### src/decoder_consts.svh
`ifndef DECODER_CONSTS_SVH
`define DECODER_CONSTS_SVH

// data and field widths
`define XLEN            64
`define ALU_OP_W        10
`define SEL_W           3

////////////////////
// major opcodes
////////////////////
`define OPC_LUI         7'b0110111
`define OPC_AUIPC       7'b0010111
`define OPC_JAL         7'b1101111
`define OPC_JALR        7'b1100111
`define OPC_BRANCH      7'b1100011
`define OPC_LOAD        7'b0000011
`define OPC_STORE       7'b0100011
`define OPC_OP_IMM      7'b0010011
`define OPC_OP_IMM_32   7'b0011011
`define OPC_OP          7'b0110011
`define OPC_OP_32       7'b0111011

// funct7, base and alternate (sub, sra)
`define F7_BASE         7'b0000000
`define F7_ALT          7'b0100000

////////////////////
// one-hot ALU ops
////////////////////
`define ALU_ADD         10'b00_0000_0001
`define ALU_SUB         10'b00_0000_0010
`define ALU_SLT         10'b00_0000_0100
`define ALU_SLTU        10'b00_0000_1000
`define ALU_XOR         10'b00_0001_0000
`define ALU_OR          10'b00_0010_0000
`define ALU_AND         10'b00_0100_0000
`define ALU_SLL         10'b00_1000_0000
`define ALU_SRL         10'b01_0000_0000
`define ALU_SRA         10'b10_0000_0000

// operand selects
`define OP1_RS1         3'b001
`define OP1_PC          3'b010
`define OP1_ZERO        3'b100
`define OP2_RS2         3'b001
`define OP2_IMM         3'b010
`define OP2_FOUR        3'b100

// byte strobes per access size
`define STRB_D          8'hff
`define STRB_W          8'h0f
`define STRB_H          8'h03
`define STRB_B          8'h01

// next-pc select
`define DNPC_JALR       2'b10
`define DNPC_SEQ        2'b01

`endif

### src/isa_pkg.sv
`include "decoder_consts.svh"

package isa_pkg;

    // raw instruction word and its fields
    typedef logic [31:0]        inst_t;
    typedef logic [6:0]         opcode_t;
    typedef logic [2:0]         funct3_t;
    typedef logic [6:0]         funct7_t;
    typedef logic [4:0]         reg_addr_t;

    // register values and immediates
    typedef logic [`XLEN-1:0]   xlen_t;

endpackage

### src/ctrl_pkg.sv
`include "decoder_consts.svh"

package ctrl_pkg;

    import isa_pkg::*;

    typedef logic [`ALU_OP_W-1:0]   alu_op_t;
    typedef logic [`SEL_W-1:0]      opnum1_sel_t;
    typedef logic [`SEL_W-1:0]      opnum2_sel_t;
    // bit 1 memory, bit 0 alu
    typedef logic [1:0]             regin_sel_t;
    typedef logic [7:0]             mem_wstrb_t;
    // bit 8 signed read
    typedef logic [8:0]             mem_rstrb_t;
    // beq at bit 0 up to bgeu at bit 5
    typedef logic [5:0]             br_cond_t;
    // bit 1 jalr, bit 0 sequential
    typedef logic [1:0]             dnpc_sel_t;

    ////////////////////
    // combinational match result
    ////////////////////
    typedef struct packed {
        reg_addr_t      rs1;
        reg_addr_t      rs2;
        reg_addr_t      rd;
        logic           reg_wen;
        regin_sel_t     regin_sel;
        logic           mem_wen;
        mem_wstrb_t     mem_wstrb;
        mem_rstrb_t     mem_rstrb;
        alu_op_t        alu_op;
        opnum1_sel_t    opnum1_sel;
        opnum2_sel_t    opnum2_sel;
        logic           word_op;
        br_cond_t       br_cond;
        logic           jal;
        logic           jalr;
    } match_t;

    ////////////////////
    // registered control bundle
    ////////////////////
    typedef struct packed {
        reg_addr_t      rs1;
        reg_addr_t      rs2;
        reg_addr_t      rd;
        xlen_t          imm;
        logic           reg_wen;
        regin_sel_t     regin_sel;
        logic           mem_wen;
        mem_wstrb_t     mem_wstrb;
        mem_rstrb_t     mem_rstrb;
        alu_op_t        alu_op;
        opnum1_sel_t    opnum1_sel;
        opnum2_sel_t    opnum2_sel;
        logic           word_op;
        dnpc_sel_t      dnpc_sel;
    } ctrl_t;

endpackage

### src/decode_out_stage.sv
`timescale 1ns/1ps
`include "decoder_consts.svh"

module decode_out_stage import isa_pkg::*, ctrl_pkg::*; (
    input  logic    sys_clk,
    input  logic    rst_n,
    input  logic    inst_valid,
    input  xlen_t   imm,
    input  match_t  match,
    input  xlen_t   rs1_data,
    input  xlen_t   rs2_data,
    output logic    ctrl_valid,
    output ctrl_t   ctrl
);

    logic           eq;
    logic           lt;
    logic           ltu;
    logic           br_taken;
    br_cond_t       cond_true;
    dnpc_sel_t      dnpc_sel;
    ctrl_t          ctrl_next;

    ////////////////////
    // branch resolution
    ////////////////////
    assign eq  = (rs1_data == rs2_data);
    assign lt  = ($signed(rs1_data) < $signed(rs2_data));
    assign ltu = (rs1_data < rs2_data);

    // same bit order as br_cond: bgeu .. beq
    assign cond_true = {~ltu, ltu, ~lt, lt, ~eq, eq};
    assign br_taken  = |(match.br_cond & cond_true);

    // jal and taken branch leave both bits low, i.e. pc+imm
    assign dnpc_sel = ({2{match.jalr}} & `DNPC_JALR)
                    | ({2{~(match.jal | match.jalr | br_taken)}} & `DNPC_SEQ);

    always_comb begin
        ctrl_next.rs1        = match.rs1;
        ctrl_next.rs2        = match.rs2;
        ctrl_next.rd         = match.rd;
        ctrl_next.imm        = imm;
        ctrl_next.reg_wen    = match.reg_wen;
        ctrl_next.regin_sel  = match.regin_sel;
        ctrl_next.mem_wen    = match.mem_wen;
        ctrl_next.mem_wstrb  = match.mem_wstrb;
        ctrl_next.mem_rstrb  = match.mem_rstrb;
        ctrl_next.alu_op     = match.alu_op;
        ctrl_next.opnum1_sel = match.opnum1_sel;
        ctrl_next.opnum2_sel = match.opnum2_sel;
        ctrl_next.word_op    = match.word_op;
        ctrl_next.dnpc_sel   = dnpc_sel;
    end

    ////////////////////
    // output register
    ////////////////////
    always_ff @(posedge sys_clk) begin
        if (!rst_n) begin
            ctrl_valid <= 1'b0;
            ctrl       <= '0;
        end else begin
            ctrl_valid <= inst_valid;
            // bundle holds until the next valid instruction
            if (inst_valid) begin
                ctrl <= ctrl_next;
            end
        end
    end

    assert property (@(posedge sys_clk) !rst_n |=> !ctrl_valid);

    // decode never asks for both a register and a memory write
    assert property (@(posedge sys_clk) disable iff (!rst_n)
        !(ctrl.reg_wen && ctrl.mem_wen));

    assert property (@(posedge sys_clk) disable iff (!rst_n)
        ctrl.dnpc_sel != 2'b11);

endmodule

### src/decoder_top.sv
`timescale 1ns/1ps

module decoder_top import isa_pkg::*, ctrl_pkg::*; (
    input  logic    sys_clk,
    input  logic    rst_n,
    input  logic    inst_valid,
    input  inst_t   inst,
    input  xlen_t   rs1_data,
    input  xlen_t   rs2_data,
    output logic    ctrl_valid,
    output ctrl_t   ctrl
);

    xlen_t          imm;
    match_t         match;

    // both decoders see the raw instruction in parallel
    imm_gen u_imm_gen (
        .inst       (inst),
        .imm        (imm)
    );

    inst_match u_inst_match (
        .inst       (inst),
        .match      (match)
    );

    // branch compare and register stage
    decode_out_stage u_decode_out_stage (
        .sys_clk    (sys_clk),
        .rst_n      (rst_n),
        .inst_valid (inst_valid),
        .imm        (imm),
        .match      (match),
        .rs1_data   (rs1_data),
        .rs2_data   (rs2_data),
        .ctrl_valid (ctrl_valid),
        .ctrl       (ctrl)
    );

endmodule

### src/imm_gen.sv
`timescale 1ns/1ps
`include "decoder_consts.svh"

module imm_gen import isa_pkg::*; (
    input  inst_t   inst,
    output xlen_t   imm
);

    opcode_t        opcode;
    logic           type_i;
    logic           type_s;
    logic           type_b;
    logic           type_u;
    logic           type_j;
    logic [11:0]    imm_i;
    logic [11:0]    imm_s;
    logic [12:0]    imm_b;
    logic [31:0]    imm_u;
    logic [20:0]    imm_j;

    assign opcode = inst[6:0];

    // format from the major opcode only
    assign type_i = (opcode == `OPC_JALR) || (opcode == `OPC_LOAD)
                 || (opcode == `OPC_OP_IMM) || (opcode == `OPC_OP_IMM_32);
    assign type_s = (opcode == `OPC_STORE);
    assign type_b = (opcode == `OPC_BRANCH);
    assign type_u = (opcode == `OPC_LUI) || (opcode == `OPC_AUIPC);
    assign type_j = (opcode == `OPC_JAL);

    // scattered immediate bits
    assign imm_i = inst[31:20];
    assign imm_s = {inst[31:25], inst[11:7]};
    assign imm_b = {inst[31], inst[7], inst[30:25], inst[11:8], 1'b0};
    assign imm_u = {inst[31:12], 12'b0};
    assign imm_j = {inst[31], inst[19:12], inst[20], inst[30:21], 1'b0};

    always_comb begin
        if (type_i) begin
            imm = {{(`XLEN-12){imm_i[11]}}, imm_i};
        end else if (type_s) begin
            imm = {{(`XLEN-12){imm_s[11]}}, imm_s};
        end else if (type_b) begin
            imm = {{(`XLEN-13){imm_b[12]}}, imm_b};
        end else if (type_u) begin
            imm = {{(`XLEN-32){imm_u[31]}}, imm_u};
        end else if (type_j) begin
            imm = {{(`XLEN-21){imm_j[20]}}, imm_j};
        end else begin
            // r-type and unknown
            imm = '0;
        end
    end

endmodule

### src/inst_match.sv
`timescale 1ns/1ps
`include "decoder_consts.svh"

module inst_match import isa_pkg::*, ctrl_pkg::*; (
    input  inst_t   inst,
    output match_t  match
);

    opcode_t        opcode;
    funct3_t        funct3;
    funct7_t        funct7;
    logic           is_lui;
    logic           is_auipc;
    logic           is_jal;
    logic           is_jalr;
    logic           is_branch;
    logic           is_load;
    logic           is_store;
    logic           is_op_imm;
    logic           is_op_imm_32;
    logic           is_op;
    logic           is_op_32;
    logic           shift_base;
    logic           shift_alt;
    logic           jalr_ok;
    logic           load_ok;
    logic           store_ok;
    logic           branch_ok;
    logic           i_ok;
    logic           r_ok;
    logic           reg_wen;
    logic           add_fixed;
    alu_op_t        alu_i;
    alu_op_t        alu_r;
    mem_rstrb_t     rstrb;
    mem_wstrb_t     wstrb;
    br_cond_t       br_cond;

    assign opcode = inst[6:0];
    assign funct3 = inst[14:12];
    assign funct7 = inst[31:25];

    assign is_lui       = (opcode == `OPC_LUI);
    assign is_auipc     = (opcode == `OPC_AUIPC);
    assign is_jal       = (opcode == `OPC_JAL);
    assign is_jalr      = (opcode == `OPC_JALR);
    assign is_branch    = (opcode == `OPC_BRANCH);
    assign is_load      = (opcode == `OPC_LOAD);
    assign is_store     = (opcode == `OPC_STORE);
    assign is_op_imm    = (opcode == `OPC_OP_IMM);
    assign is_op_imm_32 = (opcode == `OPC_OP_IMM_32);
    assign is_op        = (opcode == `OPC_OP);
    assign is_op_32     = (opcode == `OPC_OP_32);

    // rv64 shamt is 6 bits, so inst[25] is not part of funct7 there
    assign shift_base = (is_op_imm && ({funct7[6:1], 1'b0} == `F7_BASE))
                     || (is_op_imm_32 && (funct7 == `F7_BASE));
    assign shift_alt  = (is_op_imm && ({funct7[6:1], 1'b0} == `F7_ALT))
                     || (is_op_imm_32 && (funct7 == `F7_ALT));

    ////////////////////
    // alu op, immediate forms
    ////////////////////
    always_comb begin
        alu_i = '0;
        if (is_op_imm || is_op_imm_32) begin
            case (funct3)
                3'b000:  alu_i = `ALU_ADD;
                3'b001:  alu_i = shift_base ? `ALU_SLL : '0;
                3'b010:  alu_i = is_op_imm ? `ALU_SLT : '0;
                3'b011:  alu_i = is_op_imm ? `ALU_SLTU : '0;
                3'b100:  alu_i = is_op_imm ? `ALU_XOR : '0;
                3'b101:  alu_i = shift_base ? `ALU_SRL : (shift_alt ? `ALU_SRA : '0);
                3'b110:  alu_i = is_op_imm ? `ALU_OR : '0;
                default: alu_i = is_op_imm ? `ALU_AND : '0;
            endcase
        end
    end

    // register forms, the w opcode only has add/sub and shifts
    always_comb begin
        alu_r = '0;
        if ((is_op || is_op_32) && ((funct7 == `F7_BASE) || (funct7 == `F7_ALT))) begin
            case ({funct7 == `F7_ALT, funct3})
                4'b0_000: alu_r = `ALU_ADD;
                4'b1_000: alu_r = `ALU_SUB;
                4'b0_001: alu_r = `ALU_SLL;
                4'b0_010: alu_r = is_op ? `ALU_SLT : '0;
                4'b0_011: alu_r = is_op ? `ALU_SLTU : '0;
                4'b0_100: alu_r = is_op ? `ALU_XOR : '0;
                4'b0_101: alu_r = `ALU_SRL;
                4'b1_101: alu_r = `ALU_SRA;
                4'b0_110: alu_r = is_op ? `ALU_OR : '0;
                4'b0_111: alu_r = is_op ? `ALU_AND : '0;
                default:  alu_r = '0;
            endcase
        end
    end

    ////////////////////
    // memory strobes and branch kind
    ////////////////////
    always_comb begin
        rstrb = '0;
        wstrb = '0;
        br_cond = '0;
        if (is_load) begin
            case (funct3)
                3'b011:  rstrb = {1'b0, `STRB_D};
                3'b010:  rstrb = {1'b1, `STRB_W};
                3'b110:  rstrb = {1'b0, `STRB_W};
                3'b001:  rstrb = {1'b1, `STRB_H};
                3'b101:  rstrb = {1'b0, `STRB_H};
                3'b000:  rstrb = {1'b1, `STRB_B};
                3'b100:  rstrb = {1'b0, `STRB_B};
                default: rstrb = '0;
            endcase
        end
        if (is_store) begin
            case (funct3)
                3'b011:  wstrb = `STRB_D;
                3'b010:  wstrb = `STRB_W;
                3'b001:  wstrb = `STRB_H;
                3'b000:  wstrb = `STRB_B;
                default: wstrb = '0;
            endcase
        end
        if (is_branch) begin
            case (funct3)
                3'b000:  br_cond = 6'b000001;
                3'b001:  br_cond = 6'b000010;
                3'b100:  br_cond = 6'b000100;
                3'b101:  br_cond = 6'b001000;
                3'b110:  br_cond = 6'b010000;
                3'b111:  br_cond = 6'b100000;
                default: br_cond = '0;
            endcase
        end
    end

    // valid instruction classes
    assign jalr_ok   = is_jalr && (funct3 == 3'b000);
    assign load_ok   = |rstrb[7:0];
    assign store_ok  = |wstrb;
    assign branch_ok = |br_cond;
    assign i_ok      = |alu_i;
    assign r_ok      = |alu_r;
    assign reg_wen   = is_lui | is_auipc | is_jal | jalr_ok | load_ok | i_ok | r_ok;
    // address and link arithmetic all go through the adder
    assign add_fixed = is_lui | is_auipc | is_jal | jalr_ok | load_ok | store_ok | branch_ok;

    always_comb begin
        match.rs1        = inst[19:15];
        match.rs2        = inst[24:20];
        match.rd         = inst[11:7];
        match.reg_wen    = reg_wen;
        match.regin_sel  = {reg_wen & load_ok, reg_wen & ~load_ok};
        match.mem_wen    = store_ok;
        match.mem_wstrb  = wstrb;
        match.mem_rstrb  = rstrb;
        match.alu_op     = alu_i | alu_r | ({`ALU_OP_W{add_fixed}} & `ALU_ADD);
        match.opnum1_sel = ({`SEL_W{is_lui}} & `OP1_ZERO)
                         | ({`SEL_W{is_auipc | is_jal | jalr_ok | branch_ok}} & `OP1_PC)
                         | ({`SEL_W{load_ok | store_ok | i_ok | r_ok}} & `OP1_RS1);
        match.opnum2_sel = ({`SEL_W{is_jal | jalr_ok}} & `OP2_FOUR)
                         | ({`SEL_W{r_ok}} & `OP2_RS2)
                         | ({`SEL_W{is_lui | is_auipc | load_ok | store_ok | branch_ok | i_ok}}
                            & `OP2_IMM);
        match.word_op    = (is_op_imm_32 & i_ok) | (is_op_32 & r_ok);
        match.br_cond    = br_cond;
        match.jal        = is_jal;
        match.jalr       = jalr_ok;
    end

    // the class flags above must stay mutually exclusive
    always_comb begin
        assert ($onehot0(match.alu_op) && $onehot0(match.opnum1_sel)
                && $onehot0(match.opnum2_sel))
            else $error("inst_match: select not one-hot for inst %h", inst);
    end

endmodule

### config.mk
export PLATFORM = sky130hd
export DESIGN_NAME = decoder_top
export DESIGN_NICKNAME = d
export VERILOG_FILES = /design/src/isa_pkg.sv /design/src/ctrl_pkg.sv /design/src/decode_out_stage.sv /design/src/decoder_top.sv /design/src/imm_gen.sv /design/src/inst_match.sv
export VERILOG_INCLUDE_DIRS = /design/src /design/src/src
export SDC_FILE = /design/constraint.sdc
export NUM_CORES = 1
export LEC_CHECK = 0
export BUFFER_PORTS_ARGS = -buffer_cell sky130_fd_sc_hd__buf_4
export CAP_MARGIN = 20
export CORE_MARGIN = 8
export CORE_UTILIZATION = 41
export DETAILED_ROUTE_END_ITERATION = 12
export MAX_ROUTING_LAYER = met4
export PLACE_DENSITY = 0.82
export SYNTH_ARGS = -nofsm -noshare
export SYNTH_HDL_FRONTEND = slang
export SYNTH_SLANG_ARGS = --single-unit
### constraint.sdc
create_clock -name sys_clk -period 2.1 [get_ports sys_clk]
set_input_delay 0.21 -clock sys_clk [delete_from_list [all_inputs] [get_ports sys_clk]]
set_output_delay 0.21 -clock sys_clk [all_outputs]
set_load 0.1 [all_outputs]
==> impl_metrics.prom <==
# TYPE chip_impl_metric gauge
chip_impl_metric{name="placement_rows",unit=""} 41
chip_impl_metric{name="grtUsageTotal",unit=""} 0.218
chip_impl_metric{name="synthesized_net_count",unit=""} 869
chip_impl_metric{name="synth_enable_flop_cells",unit=""} 0
chip_impl_metric{name="antenna_violations_before_repair",unit=""} 0
chip_impl_info{name="worstReg2RegStart",value="u_decode_out_stage.ctrl[102]"} 1
chip_impl_info{name="cts_tree",value="yes"} 1
chip_impl_metric{name="detail_route.iter0.violations",unit=""} 328
chip_impl_info{name="path_delay_family",value="simple AND/OR/NAND/NOR gates"} 1
chip_impl_metric{name="postSynthAreaPerCell",unit="um^2"} 8.16
chip_impl_metric{name="wirelength",unit="mm"} 18.2
chip_impl_metric{name="timing.hold.worst_path_depth",unit=""} 2
chip_impl_metric{name="antenna_nets_post_route",unit=""} 0
chip_impl_info{name="whs_endpoint",value="u_decode_out_stage.ctrl[48]"} 1
chip_impl_info{name="cpMaxStageDelayCell",value="nor4_1"} 1
chip_impl_metric{name="drive_above_1_share",unit=""} 0.375
chip_impl_metric{name="pre_cts_setup_slack",unit="ns"} -0.122
chip_impl_metric{name="die_h",unit="um"} 129
chip_impl_metric{name="timing_max_transition_violations_final",unit=""} 0
chip_impl_info{name="timing.hold.worst.start",value="inst[28]"} 1
chip_impl_metric{name="coreArea",unit="um^2"} 12600
chip_impl_metric{name="cts-htree-levels",unit=""} 3
chip_impl_metric{name="worst_skew_pair.late_latency",unit="ns"} 0.33
chip_impl_metric{name="finalCriticalPeriod",unit="ns"} 1.88
chip_impl_metric{name="cp.buffers_inverters",unit=""} 1
chip_impl_metric{name="synth-async-reset-ratio",unit=""} 0
chip_impl_metric{name="timing.max_slew.rel_slack",unit=""} 0.367
chip_impl_metric{name="peakVddDrop",unit="mV"} 0.386
chip_impl_info{name="clock-root-buffer",value="clkbuf_16"} 1
chip_impl_info{name="synth_largest_area_cell",value="dfxtp_1"} 1
chip_impl_metric{name="syn_inst",unit=""} 642
chip_impl_info{name="grt_setup_unrepaired",value="no"} 1
chip_impl_metric{name="floorplan.die.width",unit="um"} 129
chip_impl_info{name="synth_top_cells_by_area",value="dfxtp_1, ha_1, buf_4"} 1
chip_impl_metric{name="yosys.area.top_type_share",unit=""} 0.306
chip_impl_metric{name="leakage",unit="nW"} 3.97
chip_impl_metric{name="final-setup-viol-count",unit=""} 0
chip_impl_metric{name="cts.hold.buffers_added",unit=""} 0
chip_impl_metric{name="cts_repair_resize_count",unit=""} 0
chip_impl_info{name="timing_worst_setup_path_type",value="primary input to flip-flop"} 1
chip_impl_info{name="outcome",value="complete, no violations"} 1
chip_impl_metric{name="finalNetCount",unit=""} 1126
chip_impl_metric{name="post_synth_instance_area",unit="um^2"} 5240
chip_impl_metric{name="crit_path_setup_slack_layout",unit="ns"} 0.222
chip_impl_metric{name="hpwl",unit="mm"} 15.0
chip_impl_metric{name="cts-root-to-sink-buffers",unit=""} 2
chip_impl_metric{name="die-area",unit="um^2"} 16700
chip_impl_metric{name="drt_pre_antenna_iters",unit=""} 5
chip_impl_metric{name="yosysWarnings",unit=""} 0
chip_impl_metric{name="vias",unit=""} 5479
chip_impl_metric{name="grt_max_degree",unit=""} 54
chip_impl_info{name="ys_top_cells_by_count",value="dfxtp_1, inv_1, nand2_1, ha_1, a21oi_1"} 1
chip_impl_info{name="worstReg2RegEnd",value="u_decode_out_stage.ctrl[102]"} 1
chip_impl_metric{name="path_max_fanout",unit=""} 2
chip_impl_info{name="hold_class",value="primary input to flip-flop"} 1
chip_impl_metric{name="min_period_over_period",unit=""} 0.894
chip_impl_metric{name="post_synth_num_cell_types",unit=""} 59
chip_impl_metric{name="worst-endpoint-arrival",unit="ns"} 2.09
chip_impl_metric{name="fill_cells",unit=""} 1126
chip_impl_metric{name="global_route_wire_length_before_repair",unit="mm"} 27.9
chip_impl_metric{name="fmaxAchievable",unit="MHz"} 532
chip_impl_metric{name="floorplan.io_pins",unit=""} 283
chip_impl_metric{name="worst-endpoint-required",unit="ns"} 2.31
chip_impl_metric{name="placedInstanceArea",unit="um^2"} 7390
chip_impl_metric{name="hold_ws",unit="ns"} 0.0931
chip_impl_metric{name="final_util",unit=""} 0.610
chip_impl_metric{name="layout-area-overhead-vs-synth",unit="%"} 46.2
chip_impl_metric{name="clk_pin_slew_worst_paths",unit="ns"} 0.07
chip_impl_info{name="synth_most_common_cell",value="dfxtp_1"} 1
chip_impl_metric{name="grt_residual_overflow",unit=""} 0
chip_impl_metric{name="cts_setup_buffers",unit=""} 0
chip_impl_metric{name="clock-sinks",unit=""} 80
chip_impl_metric{name="numPortBuffers",unit=""} 282
chip_impl_metric{name="worst-r2r-setup-slack",unit="ns"} 1.11
chip_impl_info{name="startpoint_type",value="primary input"} 1
chip_impl_metric{name="cpPeakStageDelay",unit="ns"} 0.38
chip_impl_metric{name="timing.reg2reg.worst_path_depth",unit=""} 2
chip_impl_metric{name="cts_inserted_buffers",unit=""} 9
chip_impl_metric{name="routabilityCongestion",unit=""} 0.889
chip_impl_metric{name="synth-seq-area-share",unit=""} 0.306
chip_impl_metric{name="hold_viol_final",unit=""} 0
chip_impl_metric{name="drt-vias-per-instance",unit=""} 5.09
chip_impl_metric{name="grt_pass1_vias",unit=""} 5408
chip_impl_metric{name="num_antenna_cells",unit=""} 0
chip_impl_metric{name="worstMarginPinSlew",unit="ns"} 0.948
chip_impl_metric{name="initial_core_utilization",unit=""} 0.417
chip_impl_info{name="timing.critical_path.mode_cell",value="a41oi_1"} 1
chip_impl_metric{name="finish.instance_area",unit="um^2"} 7660
chip_impl_metric{name="max-cap-violations",unit=""} 0
chip_impl_metric{name="wire_per_inst",unit="um"} 16.9
chip_impl_metric{name="power.density_cell_area",unit="nW/um^2"} 563
chip_impl_info{name="synth_ff_type",value="dfxtp_1"} 1
chip_impl_metric{name="finalPower",unit="mW"} 4.31
chip_impl_metric{name="ys_seq_elements",unit=""} 80
chip_impl_metric{name="skew",unit="ns"} 0
chip_impl_metric{name="drc",unit=""} 0
chip_impl_info{name="timing.critical_path.cells",value="buf_4, ha_1, nand4_1, nor4_1, and3_1, nand3_1, or3_1, a41oi_1, a41oi_1"} 1
chip_impl_info{name="worst_setup_path_end_kind",value="flip-flop"} 1
cell type report:
type	instances	area (um^2)	share of cell area
clock buffers	10	229	0.0299
repair buffers	309	2320	0.303
multi-input cells	425	2970	0.388
well taps	172	215	0.0281
inverters	74	278	0.0363
flip-flops and latches	80	1600	0.209
clock inverters	6	42.5	0.00555
per-layer routing:
layer  global-route usage  wire, um  up-vias
met4               0.0629       380        0
met1                0.250      7410     2479
met3               0.0653      1660       37
met5                    -         0        -
met2                0.360      8730      244
li1                     -         -     2719
cells in the final DEF, fill, tap and decap left out, types with 2 or more instances in the layout:
cell type and count:
clkbuf_16 9, o211ai_1 3, or3_1 4, buf_4 309, a221oi_1 4, a21oi_2 2
a21o_1 10, nand3b_1 3, o21ai_0 39, nand2b_1 2, dfxtp_1 79, nor2b_1 22
clkinvlp_4 2, a31oi_1 4, nor2b_4 2, inv_6 2, a22o_1 9, and3_1 4
a222oi_1 4, and2_1 2, clkinv_2 2, nor3_1 6, a21oi_1 48, a21boi_1 6
a41oi_1 2, a21boi_0 6, a211oi_1 5, nor4_1 4, mux2i_1 16, nor2_1 25
nand3_1 16, inv_1 73, nand4_1 21, nand2_1 66, ha_1 64, nand4b_1 2
where the power goes:
part           internal, mW  leakage [nW]  switching [mW]
clock                 0.805         0.129           0.662
combinational         0.470          3.19           0.784
sequential             1.57         0.653          0.0264
total                  2.84          3.97            1.47
cell families after synthesis:
logic type                 synth area share
and+or+nand+nor                       0.191
AOI/OAI and AO/OA                     0.189
buffers and inverters                 0.127
DFF                                   0.306
adders and majority gates             0.153
muxes                                0.0327
xor gates and xnor gates            0.00167
registers in the layout (all words and copies together), names as in the netlist:
register	cells
u_decode_out_stage.ctrl_valid	1
u_decode_out_stage.ctrl	79
worst max-delay path by stage:
stage | start | end | slack [ns] | cells past startpoint
global placement | rs1_data[30] | u_decode_out_stage.ctrl[0] | -0.05 | 9
floorplan | rs2_data[46] | u_decode_out_stage.ctrl[0] | 0.12 | 9
global route | rs2_data[62] | u_decode_out_stage.ctrl[0] | 0.01 | 10
finish | rs1_data[59] | u_decode_out_stage.ctrl[0] | 0.22 | 9
detailed placement | rs1_data[59] | u_decode_out_stage.ctrl[0] | -0.12 | 9
CTS | rs1_data[59] | u_decode_out_stage.ctrl[0] | 0.23 | 9
metrics by stage:
step | TNS, ns | cells
2_1_floorplan | 0 | 642
3_3_place_gp | -0.0547 | 1060
3_5_place_dp | -0.122 | 1060
4_1_cts | 0 | 1076
5_1_grt | 0 | 1076
6_report | 0 | 1076
worst register-to-register path, delay by kind of cell (launching register included):
kind / cells / cell delay [ns]
AOI/OAI and AO/OA: 1 / 0.14
DFF: 1 / 0.67
and+or+nand+nor: 1 / 0.11
(Power assumes the default switching activity.)
